`config.mk`:
```
export PLATFORM = sky130hd
export DESIGN_NAME = gnode_host_tile
export DESIGN_NICKNAME = d
export VERILOG_FILES = /design/src/rtl/gnode_pkg.sv /design/src/rtl/gnode_hst_acc.sv /design/src/rtl/gnode_ingr.sv /design/src/rtl/gnode_egr.sv /design/src/rtl/gnode_host_tile.sv
export VERILOG_INCLUDE_DIRS = /design/src /design/src/rtl
export SDC_FILE = /design/constraint.sdc
export NUM_CORES = 1
export LEC_CHECK = 0
export ABC_AREA = 1
export BUFFER_PORTS_ARGS = -buffer_cell sky130_fd_sc_hd__buf_2
export CAP_MARGIN = 0
export CORE_MARGIN = 4
export CORE_UTILIZATION = 55
export CTS_BUF_LIST = sky130_fd_sc_hd__clkbuf_16
export DETAILED_ROUTE_END_ITERATION = 12
export GPL_TIMING_DRIVEN = 0
export PLACE_DENSITY_LB_ADDON = 0.12
export SLEW_MARGIN = 40
export SYNTH_ARGS = -nofsm -noshare
export SYNTH_HDL_FRONTEND = slang
export SYNTH_HIERARCHICAL = 1
export SYNTH_SLANG_ARGS = --single-unit
```
`constraint.sdc`:
```
create_clock -name clk -period 3.3 [get_ports clk]
set_clock_uncertainty 0.1 [all_clocks]
set_input_delay 0.33 -clock clk [delete_from_list [all_inputs] [get_ports clk]]
set_output_delay 0.33 -clock clk [all_outputs]
set_load 0.01 [all_outputs]
```
`src/rtl/gnode_params.svh`:
```
// ================================================
// Ring node constants
// Packet geometry, local bus widths and the host
// register map shared by the whole tile
// ================================================

`ifndef GNODE_PARAMS_SVH
`define GNODE_PARAMS_SVH

// Ring word width
`define GNODE_DATA_W        16
// One header word plus four payload words
`define GNODE_BFFR_SIZE     5
// Enough bits to index a packet image
`define GNODE_IDX_W         3
// Node id and header tag widths
`define GNODE_ID_W          4
`define GNODE_TAG_W         8

// Local bus geometry
`define LB_DATA_W           32
`define LB_ADDR_W           8

// Host register map
`define REG_CNTRL           8'h00
`define REG_STATUS          8'h01
`define REG_NODE_ID         8'h02
// Transmit image, GNODE_BFFR_SIZE words from here
`define REG_TX_BASE         8'h10
// Receive image, GNODE_BFFR_SIZE words from here
`define REG_RX_BASE         8'h20

// Read value for holes in the map
`define LB_UNMAPPED         32'hdead_babe

// CNTRL strobe bits
`define CNTRL_LAUNCH_BIT    0
`define CNTRL_RELEASE_BIT   1

`endif

```
`src/rtl/gnode_pkg.sv`:
```
// ================================================
// Ring node types
// Framing enum, header layout, ring word and the
// whole-packet image passed between tile blocks
// ================================================

`default_nettype none

`include "gnode_params.svh"

package gnode_pkg;

  // Framing of each word on a ring stream
  // IDLE means nothing is offered this cycle
  typedef enum logic [1:0] {
    IDLE = 2'd0,
    SOP  = 2'd1,
    DATA = 2'd2,
    EOP  = 2'd3
  } gnode_cmd_t;

  // Header word, always the first word of a packet
  typedef struct packed {
    logic [`GNODE_ID_W-1:0]  dst;
    logic [`GNODE_ID_W-1:0]  src;
    logic [`GNODE_TAG_W-1:0] tag;
  } gnode_hdr_t;

  // One ring word
  // Header view on the SOP word, raw payload otherwise
  typedef union packed {
    gnode_hdr_t                hdr;
    logic [`GNODE_DATA_W-1:0]  data;
  } gnode_word_u;

  // Unit moved on every ring stream, 18 bits
  typedef struct packed {
    gnode_cmd_t  cmd;
    gnode_word_u word;
  } gnode_flit_t;

  // Whole packet image
  // Index 0 holds the header, the rest is payload
  typedef gnode_word_u [`GNODE_BFFR_SIZE-1:0] gnode_job_t;

endpackage

`default_nettype wire

```
`src/rtl/gnode_hst_acc.sv`:
```
// ================================================
// Host access block
// Local bus register file with transmit and receive
// packet images, launch control and sticky status
// ================================================

`timescale 1ns/100ps
`default_nettype none

`include "gnode_params.svh"

module gnode_hst_acc
  import gnode_pkg::*;
#(
  parameter int unsigned NODE_ID = 0
)
(
  input  wire                     clk,
  input  wire                     rst_n,
  input  wire                     lb_wr_en,
  input  wire                     lb_rd_en,
  input  wire [`LB_ADDR_W-1:0]    lb_addr,
  input  wire [`LB_DATA_W-1:0]    lb_wr_data,
  output logic                    lb_wr_valid,
  output logic                    lb_rd_valid,
  output logic [`LB_DATA_W-1:0]   lb_rd_data,
  input  wire                     node_en,
  input  wire                     rx_job_valid,
  input  wire gnode_job_t         rx_job,
  output logic                    rx_busy,
  output logic                    tx_valid,
  output gnode_job_t              tx_job,
  input  wire                     tx_taken,
  input  wire                     tx_done,
  input  wire                     egr_ready,
  input  wire                     ingr_ready
);

  // Own id, trimmed to the header field
  localparam logic [`GNODE_ID_W-1:0] MY_ID = NODE_ID[`GNODE_ID_W-1:0];

  gnode_job_t                 tx_buf;
  gnode_job_t                 rx_buf;
  logic                       tx_pend;
  logic                       job_done;
  logic [`LB_ADDR_W-1:0]      tx_off;
  logic [`LB_ADDR_W-1:0]      rx_off;
  logic [`GNODE_IDX_W-1:0]    tx_idx;
  logic [`GNODE_IDX_W-1:0]    rx_idx;
  logic                       tx_hit;
  logic                       rx_hit;
  logic                       cntrl_wr;
  logic                       status_rd;
  logic                       launch;
  logic                       rx_release;
  logic [`LB_DATA_W-1:0]      rd_mux;

  // Buffer window decode
  // Below-base addresses wrap to large offsets and miss
  assign tx_off = lb_addr - `REG_TX_BASE;
  assign rx_off = lb_addr - `REG_RX_BASE;
  assign tx_hit = (tx_off < `GNODE_BFFR_SIZE);
  assign rx_hit = (rx_off < `GNODE_BFFR_SIZE);
  assign tx_idx = tx_off[`GNODE_IDX_W-1:0];
  assign rx_idx = rx_off[`GNODE_IDX_W-1:0];

  // Control strobes
  assign cntrl_wr   = lb_wr_en && (lb_addr == `REG_CNTRL);
  assign status_rd  = lb_rd_en && (lb_addr == `REG_STATUS);
  // Launch only when enabled and nothing still in flight
  assign launch     = cntrl_wr && lb_wr_data[`CNTRL_LAUNCH_BIT] && node_en && !tx_pend;
  assign rx_release = cntrl_wr && lb_wr_data[`CNTRL_RELEASE_BIT];

  // Transmit image as seen by egress
  always_comb
  begin
    tx_job = tx_buf;
    // Source is always this node
    tx_job[0].hdr.src = MY_ID;
  end

  // Read data select
  always_comb
  begin
    rd_mux = `LB_UNMAPPED;
    if (tx_hit)
    begin
      rd_mux = {{(`LB_DATA_W-`GNODE_DATA_W){1'b0}}, tx_buf[tx_idx].data};
    end
    else if (rx_hit)
    begin
      rd_mux = {{(`LB_DATA_W-`GNODE_DATA_W){1'b0}}, rx_buf[rx_idx].data};
    end
    else
    begin
      case (lb_addr)
        // Strobe bits, nothing to read back
        `REG_CNTRL:   rd_mux = '0;
        `REG_STATUS:  rd_mux = {{(`LB_DATA_W-5){1'b0}},
                                egr_ready, ingr_ready, job_done, rx_busy, tx_pend};
        `REG_NODE_ID: rd_mux = {{(`LB_DATA_W-`GNODE_ID_W){1'b0}}, MY_ID};
        default:      rd_mux = `LB_UNMAPPED;
      endcase
    end
  end

  // Bus handshake and control state
  always_ff @(posedge clk or negedge rst_n)
  begin
    if (!rst_n)
    begin
      lb_wr_valid <= 1'b0;
      lb_rd_valid <= 1'b0;
      tx_valid    <= 1'b0;
      tx_pend     <= 1'b0;
      rx_busy     <= 1'b0;
      job_done    <= 1'b0;
    end
    else
    begin
      // Single cycle acknowledge
      lb_wr_valid <= lb_wr_en;
      lb_rd_valid <= lb_rd_en;
      // Request to egress, dropped once it is taken
      if (launch)
        tx_valid <= 1'b1;
      else if (tx_taken)
        tx_valid <= 1'b0;
      // Pending until the EOP has left the tile
      if (launch)
        tx_pend <= 1'b1;
      else if (tx_done)
        tx_pend <= 1'b0;
      // Receive image owned by host until released
      if (rx_job_valid)
        rx_busy <= 1'b1;
      else if (rx_release)
        rx_busy <= 1'b0;
      // Sticky done, a completion in the read cycle survives
      job_done <= tx_done | (job_done & ~status_rd);
    end
  end

  // Packet images and read data
  always_ff @(posedge clk)
  begin
    if (lb_wr_en && tx_hit)
      tx_buf[tx_idx].data <= lb_wr_data[`GNODE_DATA_W-1:0];
    if (rx_job_valid)
      rx_buf <= rx_job;
    if (lb_rd_en)
      lb_rd_data <= rd_mux;
  end

endmodule

`default_nettype wire

```
`src/rtl/gnode_ingr.sv`:
```
// ================================================
// Ingress parser
// Collects a whole packet, then hands it to the host
// or to the egress arbiter for forwarding
// ================================================

`timescale 1ns/100ps
`default_nettype none

`include "gnode_params.svh"

module gnode_ingr
  import gnode_pkg::*;
#(
  parameter int unsigned NODE_ID = 0
)
(
  input  wire               clk,
  input  wire               rst_n,
  input  wire               node_en,
  input  wire gnode_flit_t  ingr_flit,
  output logic              ingr_ready,
  input  wire               rx_busy,
  output logic              rx_job_valid,
  output gnode_job_t        rx_job,
  output logic              fwd_valid,
  output gnode_job_t        fwd_job,
  input  wire               fwd_taken
);

  localparam logic [`GNODE_ID_W-1:0] MY_ID = NODE_ID[`GNODE_ID_W-1:0];

  gnode_job_t                 img;
  logic [`GNODE_IDX_W-1:0]    widx;
  logic                       full;
  logic                       xfer;
  logic                       is_local;

  // Accept words only while collecting
  assign ingr_ready = ~full;
  assign xfer       = ingr_ready && (ingr_flit.cmd != IDLE);

  // Delivery decision on the held header
  // A disabled node forwards everything
  assign is_local   = node_en && (img[0].hdr.dst == MY_ID);

  // Host gets it only when its buffer is free
  assign rx_job_valid = full && is_local && !rx_busy;
  assign fwd_valid    = full && !is_local;

  // Same image offered to both sides
  assign rx_job  = img;
  assign fwd_job = img;

  // Word index and hold flag
  always_ff @(posedge clk or negedge rst_n)
  begin
    if (!rst_n)
    begin
      full <= 1'b0;
      widx <= '0;
    end
    else if (xfer)
    begin
      if (ingr_flit.cmd == SOP)
      begin
        // Header lands in slot 0
        widx <= `GNODE_IDX_W'(1);
      end
      else if (ingr_flit.cmd == EOP)
      begin
        widx <= '0;
        full <= 1'b1;
      end
      else
      begin
        widx <= widx + 1'b1;
      end
    end
    else if (rx_job_valid || fwd_taken)
    begin
      // Image handed off, open for the next packet
      full <= 1'b0;
    end
  end

  // Packet image
  always_ff @(posedge clk)
  begin
    if (xfer)
    begin
      if (ingr_flit.cmd == SOP)
        img[0] <= ingr_flit.word;
      else if (widx < `GNODE_BFFR_SIZE)
        img[widx] <= ingr_flit.word;
    end
  end

endmodule

`default_nettype wire

```
`src/rtl/gnode_egr.sv`:
```
// ================================================
// Egress arbiter
// Picks a forwarded or local packet, forwarded first,
// and sends it whole with SOP/DATA/EOP framing
// ================================================

`timescale 1ns/100ps
`default_nettype none

`include "gnode_params.svh"

module gnode_egr
  import gnode_pkg::*;
(
  input  wire               clk,
  input  wire               rst_n,
  input  wire               fwd_valid,
  input  wire gnode_job_t   fwd_job,
  output logic              fwd_taken,
  input  wire               tx_valid,
  input  wire gnode_job_t   tx_job,
  output logic              tx_taken,
  output logic              tx_done,
  output gnode_flit_t       egr_flit,
  input  wire               egr_ready
);

  localparam int unsigned LAST = `GNODE_BFFR_SIZE - 1;

  gnode_job_t                 img;
  logic [`GNODE_IDX_W-1:0]    idx;
  logic                       busy;
  logic                       from_tx;
  logic                       xfer;
  logic                       at_last;

  // Selection only when idle, forwarded traffic wins
  assign fwd_taken = !busy && fwd_valid;
  assign tx_taken  = !busy && !fwd_valid && tx_valid;

  assign xfer    = busy && egr_ready;
  assign at_last = (idx == LAST);

  // Output word straight from held state
  // Stays put while egr_ready is low
  always_comb
  begin
    egr_flit.word = busy ? img[idx] : '0;
    if (!busy)
      egr_flit.cmd = IDLE;
    else if (idx == '0)
      egr_flit.cmd = SOP;
    else if (at_last)
      egr_flit.cmd = EOP;
    else
      egr_flit.cmd = DATA;
  end

  // Send sequencer
  always_ff @(posedge clk or negedge rst_n)
  begin
    if (!rst_n)
    begin
      busy    <= 1'b0;
      idx     <= '0;
      from_tx <= 1'b0;
      tx_done <= 1'b0;
    end
    else
    begin
      // Done one cycle after the local EOP moves
      tx_done <= xfer && at_last && from_tx;
      if (!busy)
      begin
        if (fwd_taken || tx_taken)
        begin
          busy    <= 1'b1;
          idx     <= '0;
          from_tx <= tx_taken;
        end
      end
      else if (xfer)
      begin
        if (at_last)
        begin
          busy <= 1'b0;
          idx  <= '0;
        end
        else
        begin
          idx <= idx + 1'b1;
        end
      end
    end
  end

  // Latched packet image
  always_ff @(posedge clk)
  begin
    if (fwd_taken)
      img <= fwd_job;
    else if (tx_taken)
      img <= tx_job;
  end

endmodule

`default_nettype wire

```
`src/rtl/gnode_host_tile.sv`:
```
// ================================================
// Host tile top
// Host access, ingress parser and egress arbiter
// ================================================

`timescale 1ns/100ps
`default_nettype none

`include "gnode_params.svh"

module gnode_host_tile
  import gnode_pkg::*;
#(
  parameter int unsigned NODE_ID = 0
)
(
  input  wire                     clk,
  input  wire                     rst_n,
  input  wire                     lb_wr_en,
  input  wire                     lb_rd_en,
  input  wire [`LB_ADDR_W-1:0]    lb_addr,
  input  wire [`LB_DATA_W-1:0]    lb_wr_data,
  output logic                    lb_wr_valid,
  output logic                    lb_rd_valid,
  output logic [`LB_DATA_W-1:0]   lb_rd_data,
  input  wire                     node_en,
  input  wire gnode_flit_t        ingr_flit,
  output logic                    ingr_ready,
  output gnode_flit_t             egr_flit,
  input  wire                     egr_ready
);

  // Ingress to host
  logic        rx_job_valid;
  gnode_job_t  rx_job;
  logic        rx_busy;
  // Ingress to egress
  logic        fwd_valid;
  gnode_job_t  fwd_job;
  logic        fwd_taken;
  // Host to egress
  logic        tx_valid;
  gnode_job_t  tx_job;
  logic        tx_taken;
  logic        tx_done;

  gnode_hst_acc #(
    .NODE_ID      (NODE_ID)
  ) hst_acc_i (
    .clk          (clk),
    .rst_n        (rst_n),
    .lb_wr_en     (lb_wr_en),
    .lb_rd_en     (lb_rd_en),
    .lb_addr      (lb_addr),
    .lb_wr_data   (lb_wr_data),
    .lb_wr_valid  (lb_wr_valid),
    .lb_rd_valid  (lb_rd_valid),
    .lb_rd_data   (lb_rd_data),
    .node_en      (node_en),
    .rx_job_valid (rx_job_valid),
    .rx_job       (rx_job),
    .rx_busy      (rx_busy),
    .tx_valid     (tx_valid),
    .tx_job       (tx_job),
    .tx_taken     (tx_taken),
    .tx_done      (tx_done),
    .egr_ready    (egr_ready),
    .ingr_ready   (ingr_ready)
  );

  gnode_ingr #(
    .NODE_ID      (NODE_ID)
  ) ingr_i (
    .clk          (clk),
    .rst_n        (rst_n),
    .node_en      (node_en),
    .ingr_flit    (ingr_flit),
    .ingr_ready   (ingr_ready),
    .rx_busy      (rx_busy),
    .rx_job_valid (rx_job_valid),
    .rx_job       (rx_job),
    .fwd_valid    (fwd_valid),
    .fwd_job      (fwd_job),
    .fwd_taken    (fwd_taken)
  );

  gnode_egr egr_i (
    .clk          (clk),
    .rst_n        (rst_n),
    .fwd_valid    (fwd_valid),
    .fwd_job      (fwd_job),
    .fwd_taken    (fwd_taken),
    .tx_valid     (tx_valid),
    .tx_job       (tx_job),
    .tx_taken     (tx_taken),
    .tx_done      (tx_done),
    .egr_flit     (egr_flit),
    .egr_ready    (egr_ready)
  );

endmodule

`default_nettype wire

```
==> results of run 1 <==
## report_power, final
part / internal (uW) / leakage (uW) / total (uW) / switching [uW]
Clock: 2340 / 0.000606 / 4030 / 1690
Sequential: 5600 / 0.00327 / 5850 / 252
Combinational: 986 / 0.00423 / 3100 / 2120
## layout make-up
type	instances	area share, %
Clock inverter	27	1.191
Timing Repair Buffer	145	5.514
Inverter	135	2.717
Clock buffer	38	5.000
Sequential cell	353	55.32
Buffer	232	8.553
Multi-Input combinational cell	803	19.18
Tap cell	384	2.526
## logic make-up (layout without fill, tap and decap cells)
group / after synthesis / after routing
AND/OR/NAND/NOR: 713 / 713
buffers and inverters: 367 / 577
flip-flops: 353 / 353
AO/OA/AOI/OAI: 74 / 74
adder cells (fa/ha/maj): 5 / 5
XOR/XNOR: 2 / 2
other: 1 / 9
## placed cells by master (no fill, tap or decap), drive strengths merged, types with 5 or more instances in the layout
| cell type | count |
|---|---|
| a21oi | 20 |
| buf | 330 |
| clkbuf | 50 |
| clkinv | 10 |
| conb | 9 |
| dfrtp | 16 |
| dlygate4sd3 | 35 |
| edfxtp | 337 |
| ha | 5 |
| inv | 146 |
| nand2 | 507 |
| nand3 | 120 |
| nand4 | 23 |
| nor2 | 50 |
| o211ai | 24 |
| o21ai | 27 |
## per-stage QoR
stage / hold slack [ps] / setup TNS, ps / setup WS (ps) / instances
floorplan: -65.59 / 0 / 508.2 / 1523
global placement: 197.0 / -105090 / -956.2 / 2001
detailed placement: 203.4 / 0 / 404.4 / 2017
CTS: 11.35 / 0 / 664.8 / 2117
global route: 10.55 / 0 / 465.1 / 2117
finish: 15.26 / 0 / 679.4 / 2117
## worst reg2reg max path, delay by kind of cell, from the launching register on
family / cells / cell delay, ps
buffers and inverters: 4 / 870
flip-flops: 1 / 480
AND/OR/NAND/NOR: 6 / 1020
## sequential cells by signal, indices dropped and copies added (netlist names), 3 cells and up
| name | count |
|---|---|
| hst_acc_i/tx_job | 76 |
| egr_i/idx | 3 |
| ingr_i/fwd_job | 80 |
| hst_acc_i/rx_buf | 80 |
| hst_acc_i/lb_rd_data | 17 |
| ingr_i/widx | 3 |
| egr_i/img | 80 |
| hst_acc_i/tx_buf | 4 |
## layer usage
layer  wire length, um  vias up  global-route usage (%)  part of all wire (%)
li1                  -     5215                       -                     -
met1             18280     5327                   39.46                    41
met2             19560      679                   40.10                    44
met3              5704       88                   7.458                    13
met4              1181        0                   7.376                   2.6
met5                 0        -                       0                     0
## what timing repair did
item                                   in CTS  in global routing
setup endpoints to repair                   0                  0
hold buffers                               35                  0
endpoints found under the hold margin     158                  0
## worst max path at each step
stage                     cells past startpoint  slack (ps)                    startpoint                              to
after global routing                          8         470  ingr_i/fwd_job[12]$_DFFE_PP_        egr_i/idx[2]$_DFFE_PN0P_
after CTS                                     6         660      egr_i/idx[1]$_DFFE_PN0P_                    egr_flit[17]
after floorplan                               6         510  ingr_i/fwd_job[15]$_DFFE_PP_          egr_i/img[0]$_DFFE_PP_
final                                        10         680  ingr_i/fwd_job[12]$_DFFE_PP_         egr_i/img[28]$_DFFE_PP_
after global placement                        3        -960       ingr_i/full$_DFFE_PN0P_    ingr_i/fwd_job[77]$_DFFE_PP_
after detailed placement                     10         400                    lb_addr[0]  hst_acc_i/tx_job[75]$_DFFE_PP_
==> results.md, run 1 <==
Floorplanning:
- The die covers ~0.032 mm2.
- The height of the chip is 179.6 um.
- The horizontal die dimension is 179.6 um.
- roughly 120 I/O pins were placed.
- The row count is between 60 and 70.
- The core region is 0.02886 mm2.
- The initial cell density of the core is 56.14%.

Synth:
- Among all cell types in the netlist, the one instantiated most often is sky130_fd_sc_hd__nand2_1.
- The synthesized netlist contains 40 unique library cells.
- The mean post-synth cell area is approximately 11 um2.
- The post-synthesis xor/xnor area fraction is less than 1%.
- The mapped netlist covers 0.01620 mm2.
- The count of mapped cells out of synthesis is between 1500 and 2000.
- sky130_fd_sc_hd__edfxtp_1 takes more of the synthesized area than any other cell.
- By count the netlist is led by sky130_fd_sc_hd__nand2_1, sky130_fd_sc_hd__edfxtp_1, sky130_fd_sc_hd__buf_4.
- In the synthesized netlist the dominant register cell turns out to be sky130_fd_sc_hd__edfxtp_1.
- The synthesized netlist devotes 2.857% of its cell area to compound gates.
- In this run, synthesis produced a sequential element count of ~350.
- Counting flops with a built-in enable in the synthesized netlist gives between 300 and 400.
- During synthesis, Yosys emitted a total of 6 warnings.
- By area the synthesized netlist is led by sky130_fd_sc_hd__edfxtp_1, sky130_fd_sc_hd__nand2_1, sky130_fd_sc_hd__buf_4.
- The simple-gate portion of the synthesized area is a little under a fifth.
- After synthesis, the largest family of logic cells by area is simple AND/OR/NAND/NOR gates.
- After Yosys synthesis, full adders, half adders and majority gates account for less than 1% of the synthesized area.
- The portion of netlist area occupied by mux cells is 0%.
- For this run, the register share of the synthesized area comes to between 60% and 70%.
- The async set-or-reset flop fraction in the synthesized netlist is under 10%.
- The area share of the leading cell type in the synthesized netlist is between 60% and 70%.

Worst setup path:
- The cell type of the slowest stage on the worst timing path is sky130_fd_sc_hd__clkbuf_1.
- In this run the critical register-to-register path is captured at egr_i/img[28]$_DFFE_PP_.
- Along the worst path, the maximum fanout reaches 10.
- The startpoint identified for the worst register-to-register timing path is ingr_i/fwd_job[12]$_DFFE_PP_.
- The number of buffers and inverters on the critical path is 4.
- The worst setup path is launched from a flip-flop.
- Walking the worst path, the cells encountered are nor2_1, nand3_1, nand2_1, inv_1, inv_1, nor2_1, inv_2, clkbuf_1, nand2_1, nand2_1.
- On the worst path, the slowest cell contributes a delay of approximately 610 ps.
- The kind of cell with the highest combined delay on the critical path is simple AND/OR/NAND/NOR gates.
- The most used cell along the critical path is sky130_fd_sc_hd__nand2_1.
- STA puts the critical path data arrival time at a little under 3000 ps.
- The number of cells on the worst reg-to-reg path is 10.
- At the worst endpoint, the required time is roughly 3600 ps.
- STA classifies the critical path endpoint as a flip-flop.
- The critical path in this run is classified as reg2reg.
- The setup slack of the most critical reg-to-reg path is about 680 ps.

Cells and area:
- Relative to the synthesized area, the layout overhead comes to 17.38%.
- The filler cells instantiated in the layout total 2265.
- The share of final-layout standard cells stronger than drive strength 1 is between 20% and 30%.
- The sequential cell area in the final layout is about 0.011 mm2.
- The final core utilization is about two thirds.
- The finished cells cover ~0.019 mm2.
- The combined area of the multi-input logic cells is around 0.0036 mm2.
- In the final design database the tool counted around 1800 nets.
- The number of diodes added for antenna fixing is 0.

Hold path:
- The cell depth of the worst hold path is 1.
- For hold timing, the worst endpoint is hst_acc_i/tx_job[65]$_DFFE_PP_.
- The startpoint identified for the worst hold timing path is lb_wr_data[1].
- In this run the worst hold path is classified as in2reg.

STA:
- The worst path needs roughly 2600 ps of the cycle, external delays included.
- At the pin with the least slew margin, the transition time is approximately 940 ps.
- The headroom to the max-slew limit is 37.50%.
- The final-report max-slew violation count is 0.
- The count of endpoints failing setup in the final report is 0.
- The peak clock frequency supported by timing is between 300 and 400 MHz.
- In the finished design, the share of the clock period the worst path needs comes to 79.41%.
- Setup repair after global routing left no endpoint under its margin.
- The final-report hold violation count is 0.

Routing:
- Once detail routing completed, the nets flagged for antenna violations numbered 0.
- The via count is about 11000.
- The number of DRC markers in iteration 0 is 1731.
- Using the TritonRoute via totals, the vias-per-cell ratio works out to ~5.3.
- The first TritonRoute pass finished after 5 iterations.
- Dividing the detail-routed wire length by the instance count gives about 21 um.
- The total wire length is approximately 45000 um.
- In the routed design, unresolved DRC markers number 0.

Global routing:
- The initial antenna violation count came to 0.
- The wire length of the first global-routing pass is 64670 um.
- The pin count of the biggest net entering global routing is 66.
- The global-route usage over all layers is between 20 and 30%.
- The via count of the first global-routing pass is about 10000.
- The total grt overflow is 0.

Placed design:
- The count of buffers from port buffering is between 90 and 100.
- The placed instances occupy a cell area of around 0.017 mm2.
- The HPWL after detailed placement is roughly 33000 um.
- At the end of routability-driven placement, the weighted congestion stood at around 0.96.

Clock tree:
- TritonCTS built the clock tree.
- The later pin in the worst-skew pair is clocked with a latency of about 520 ps.
- Clock tree synthesis found a total of between 300 and 400 sinks.
- The post-cts gate resize count is 0.
- The number of buffers inserted by post-CTS setup repair is 0.
- The buffer type at the clock tree root is sky130_fd_sc_hd__clkbuf_16.
- The longest clock path from root to sink contains 3 buffers.
- The number of CTS-inserted buffers is 38.
- After clock tree synthesis, the clock-pin slew on the worst setup and hold paths is approximately 60 ps.
- The number of levels in the clock H-tree is 2.

Power:
- For this design the static power due to leakage is 0.008113 uW.
- Across the VDD grid, the largest voltage drop is slightly below 0.0005 V.
- The total chip power is approximately 13000 uW.
- The total power divided by cell area is around 680 mW/mm2.

Run status:
- The run finished with clean final reports.

Flow run:
- The max-capacitance violation count is 0.
(Power assumes the default switching activity.)
==> run 2: changes to the inputs <==
ABC_AREA = 0   (was 1)
CORE_UTILIZATION = 54   (was 55)
clock period = 2.2 ns   (was 3.3 ns; I/O delays follow)
==> run 2 against run 1 <==
- the run now ends with negative setup slack left
- hold slack improved by 30 ps
- critical endpoint is now egr_flit[5]
- synthesized area is 2.0% lower
- critical path depth decreased by 3
- global-route usage increased by 1.2 points
- die area fell by 0.21%
- non-clock buffer count increased by 33
- largest power group unchanged
- synthesized cell count fell by 21%
- power up 51%
- sequential share of layout area fell by 1.1 points
- register-to-register slack got worse by 700 ps
- first-iteration DRC count decreased by 31%
==> results.md, run 2 <==
Routing:
- The via count came to 10560 (was 11310).
- The number of remaining DRC errors is 0 (unchanged).
- The total wire length is 46710 um (was 44730 um).
- The number of DRC markers in iteration 0 was 1199 (was 1731).
- The average routed wire per standard cell came to 25.36 um (was 21.13 um).
- The remaining number of nets flagged by the antenna check after routing is 0 (unchanged).
- The via-per-instance ratio is 5.731 (was 5.342).
- The number of optimization iterations in the first detailed-route pass is 5 (unchanged).

Clock tree:
- The number of levels in the clock H-tree is 2 (unchanged).
- The latest clock arrival within the worst-skew pair is 520 ps (about the same).
- The buffer type at the clock tree root is sky130_fd_sc_hd__clkbuf_16 (unchanged).
- The TritonCTS clock tree is built (unchanged).
- The maximum buffer depth of the clock tree came to 3 (unchanged).
- The register clock-pin slew on the reported worst setup and hold paths is 60 ps (about the same).
- The number of CTS-inserted buffers came to 38 (unchanged).
- The number of clock sinks is 353 (unchanged).

Global routing:
- The pin count of the biggest net entering global routing is 34 (was 66).
- The wire length of the first global-routing pass is 66690 um (was 64670 um).
- The via count of the first global-routing pass is 10370 (was 10310).
- The initial antenna violation count is 0 (unchanged).
- The global-route usage over all layers is 28.13% (was 26.92%).
- The total grt overflow was 0 (unchanged).

Cells and area:
- The number of nets at the end of the flow is 1497 (was 1777).
- The combined area of the multi-input logic cells came to 0.003918 mm2 (was 0.003647 mm2).
- The number of filler instances in the final layout is 2123 (was 2265).
- The number of diodes added for antenna fixing is 0 (unchanged).
- Commonest non-fill, non-tap cells in the layout: sky130_fd_sc_hd__edfxtp_1, sky130_fd_sc_hd__nand2_1, sky130_fd_sc_hd__buf_4 (was sky130_fd_sc_hd__nand2_1, sky130_fd_sc_hd__edfxtp_1, sky130_fd_sc_hd__buf_4).
- The synthesis-to-layout area growth came to 22.32% (was 17.38%).
- The most common cell after layout, fill and taps aside is sky130_fd_sc_hd__edfxtp_1 (was sky130_fd_sc_hd__nand2_1).
- The final standard cell count with taps included and fillers excluded came to 1842 (was 2117).
- The share of final-layout standard cells stronger than drive strength 1 is 35.46% (was 24.41%).
- The sequential cell area in the final layout is 0.01052 mm2 (about the same).

Worst setup path:
- The arrival time of data at the critical path endpoint came to 2000 ps (was 2890 ps).
- The endpoint kind of the worst setup timing path is an output pin (was flip-flop).
- The logic depth of the worst register-to-register path is 6 (was 10).
- The type of the worst setup path was reg2out (was reg2reg).
- The worst path buffer plus inverter count came to 4 (unchanged).
- Worst path cell trace: buf_6, and4bb_1, buf_6, buf_12, a22oi_2, o21ai_1, buf_2 (was nor2_1, nand3_1, nand2_1, inv_1, inv_1, nor2_1, inv_2, clkbuf_1, nand2_1, nand2_1).
- The kind of start point of the critical path is a flip-flop (unchanged).
- The largest fanout on the critical path is 5 (was 10).
- The path length in cells of the critical path is 7 (was 10).
- The data required time at the worst endpoint was 1880 ps (was 3560 ps).
- The kind of cell with the highest combined delay on the critical path is buffers and inverters (was simple AND/OR/NAND/NOR gates).
- The cell type of the slowest stage on the worst timing path is sky130_fd_sc_hd__dfrtp_1 (was sky130_fd_sc_hd__clkbuf_1).
- The peak per-stage delay on the critical path is 390 ps (was 610 ps).
- The most used cell along the critical path is sky130_fd_sc_hd__buf_6 (was sky130_fd_sc_hd__nand2_1).

Placed design:
- The HPWL after detailed placement is 30310 um (was 32660 um).
- The weighted congestion at the end of routability-driven global placement is 0.9082 (was 0.9557).
- The count of buffers from port buffering was 92 (was 94).
- The pre-CTS setup slack was -885.5 ps (was 404.4 ps).
- The total placed cells including tap cells is 1704 (was 2017).

Floorplanning:
- The core region area is 0.02886 mm2 (unchanged).
- The horizontal die dimension came to 179.4 um (was 179.6 um).
- The count of boundary I/O pins is 117 (unchanged).
- The height of the chip came to 179.4 um (was 179.6 um).
- The initial cell density of the core was 55.00% (was 56.14%).
- The row count came to 62 (unchanged).
- The area of the die came to 0.03220 mm2 (was 0.03227 mm2).

Hold path:
- The worst min-delay path category is in2reg (unchanged).
- The cell depth of the worst hold path was 3 (was 1).

Synth:
- The number of distinct standard cells referenced by the synthesized netlist is 69 (was 40).
- The synthesized cell area is 0.01587 mm2 (was 0.01620 mm2).
- The mean post-synth cell area was 13.24 um2 (was 10.69 um2).
- The count of mapped cells out of synthesis is 1199 (was 1515).
- The cell taking the most area after synthesis was sky130_fd_sc_hd__edfxtp_1 (unchanged).
- The count of warnings emitted by yosys is 6 (unchanged).
- The number of flip-flops and latches in the synthesized netlist is 353 (unchanged).
- The number of enable flip-flop cells after synthesis came to 337 (unchanged).
- The dominant register cell in the synthesized netlist is sky130_fd_sc_hd__edfxtp_1 (unchanged).
- The most frequent cell after synthesis is sky130_fd_sc_hd__edfxtp_1 (was sky130_fd_sc_hd__nand2_1).
- Cells taking the most area after synthesis: sky130_fd_sc_hd__edfxtp_1, sky130_fd_sc_hd__buf_4, sky130_fd_sc_hd__nand2_1 (was sky130_fd_sc_hd__edfxtp_1, sky130_fd_sc_hd__nand2_1, sky130_fd_sc_hd__buf_4).
- Top cells by instance count after synthesis: sky130_fd_sc_hd__edfxtp_1, sky130_fd_sc_hd__nand2_1, sky130_fd_sc_hd__buf_4 (was sky130_fd_sc_hd__nand2_1, sky130_fd_sc_hd__edfxtp_1, sky130_fd_sc_hd__buf_4).
- The async set-or-reset flop fraction in the synthesized netlist is 4.533% (unchanged).
- The area share of the leading cell type in the synthesized netlist is 63.76% (was 62.46%).
- The sequential element share of the synthesized area came to 66.28% (was 64.93%).

STA:
- Of the available clock period, the critical path in the final layout requires 105.3%.
- The final-report max-slew violation count was 0 (unchanged).
- Timing would allow up to about 430 MHz.
- The count of endpoints failing setup in the final report was 60 (was 0).
- The setup slack after layout is -117.3 ps (was 679.4 ps).
- The final total negative setup slack is -1762 ps (was 0 ps).
- Unrepaired setup endpoints after global routing: yes (was no).
- The worst hold-check slack is 44.78 ps (was 15.26 ps).
- The measured slew at the worst slew-check pin is 852.6 ps (was 936.5 ps).
- The final-report hold violation count is 0 (unchanged).
- After layout, the minimum clock period comes to about 2300 ps.
- The headroom to the max-slew limit is 43.04% (was 37.50%).

Power:
- The maximum ir drop on the vdd rail is 0.0007011 V (was 0.0004965 V).
- The total chip power is 19600 uW (was 12980 uW).
- The leakage dissipation was 0.007565 uW (was 0.008113 uW).
- The total power divided by cell area is 1009 mW/mm2 (was 682.7 mW/mm2).

Run status:
- Status: finished, violations left (was complete, no violations).
- The final reports fail on negative setup slack.

Flow run:
- The max-capacitance violation count was 0 (unchanged).
## run 2: cell count changes after synthesis, sizes merged, moves of 16 or more
cell	previous run	this run
nor2	50	33
nand4	23	7
mux2i	0	50
o211ai	24	1
inv	134	16
nand3	120	8
a22oi	0	29
nand2	507	264
nor2b	0	27
mux2	0	19
## run 2: area by class of cell
type	count	area share (%)
sequential	353	54.20
multi-input combinational	609	20.18
buffer	228	8.790
timing repair buffer	182	7.701
clock buffer	41	5.284
tap	384	2.475
clock inverter	29	0.9086
inverter	16	0.4704
## run 2: path summary, 6_finish.rpt
check,from,endpoint,slack [ps]
setup / recovery,egr_i/idx[1]$_DFFE_PN0P_,egr_flit[5],-120
hold / removal,node_en,hst_acc_i/tx_pend$_DFFE_PN0P_,40
setup reg to reg,ingr_i/fwd_job[14]$_DFFE_PP_,egr_i/img[30]$_DFFE_PP_,-20
hold reg to reg,egr_i/tx_done$_DFF_PN0_,hst_acc_i/job_done$_DFF_PN0_,360
max in group asynchronous,rst_n,egr_i/idx[0]$_DFFE_PN0P_,1490
min in group asynchronous,rst_n,hst_acc_i/tx_pend$_DFFE_PN0P_,130
## run 2: per-layer routing
metal / part of all wire, % / global-route usage [%]
met5: 0 / 0
met4: 3.8 / 9.265
met1: 39 / 38.79
met3: 11 / 6.366
met2: 46 / 44.90
## run 2: worst register-to-register path, stage by stage, from the launching register on
cell and delay [ps]:
sky130_fd_sc_hd__edfxtp_1 450, sky130_fd_sc_hd__nor4_4 270, sky130_fd_sc_hd__buf_4 190, sky130_fd_sc_hd__a21oi_4 90, sky130_fd_sc_hd__nor3b_2 280, sky130_fd_sc_hd__or2_4 280
sky130_fd_sc_hd__buf_12 230
## run 2: kinds of logic after synthesis
logic type | after synthesis | synth area share [%]
AOI/OAI and AO/OA | 141 | 6.188
xor gates and xnor gates | 2 | 0.1104
adders and majority gates | 5 | 0.3941
buffers and inverters | 245 | 10.80
DFF | 353 | 66.28
muxes | 77 | 5.636
other | 1 | 0.02363
and+or+nand+nor | 375 | 10.57
## run 2: stage by stage
stage / utilization [%] / instance area [um2]
3_5_place_dp: 59.91 / 17290
4_1_cts: 66.99 / 19330
3_3_place_gp: 58.81 / 16970
2_1_floorplan: - / 16030
6_report: 67.28 / 19420
5_1_grt: 67.28 / 19420
## run 2: power breakdown
group	switching [uW]	total [uW]	internal, uW	leakage (uW)
Combinational	2930	5060	2120	0.00369
Clock	2510	6090	3580	0.000638
Sequential	348	8450	8110	0.00324
Total	5790	19600	13800	0.00757
## run 2: timing repair
action / 4_1_cts / 5_1_grt
gates resized for setup: 46 / 13
hold buffers: 37 / 0
setup endpoints to repair: 324 / 139
cloned: 2 / 2
hold endpoints to repair: 186 / 0
pin swaps: 24 / 1
setup buffers: 26 / 3
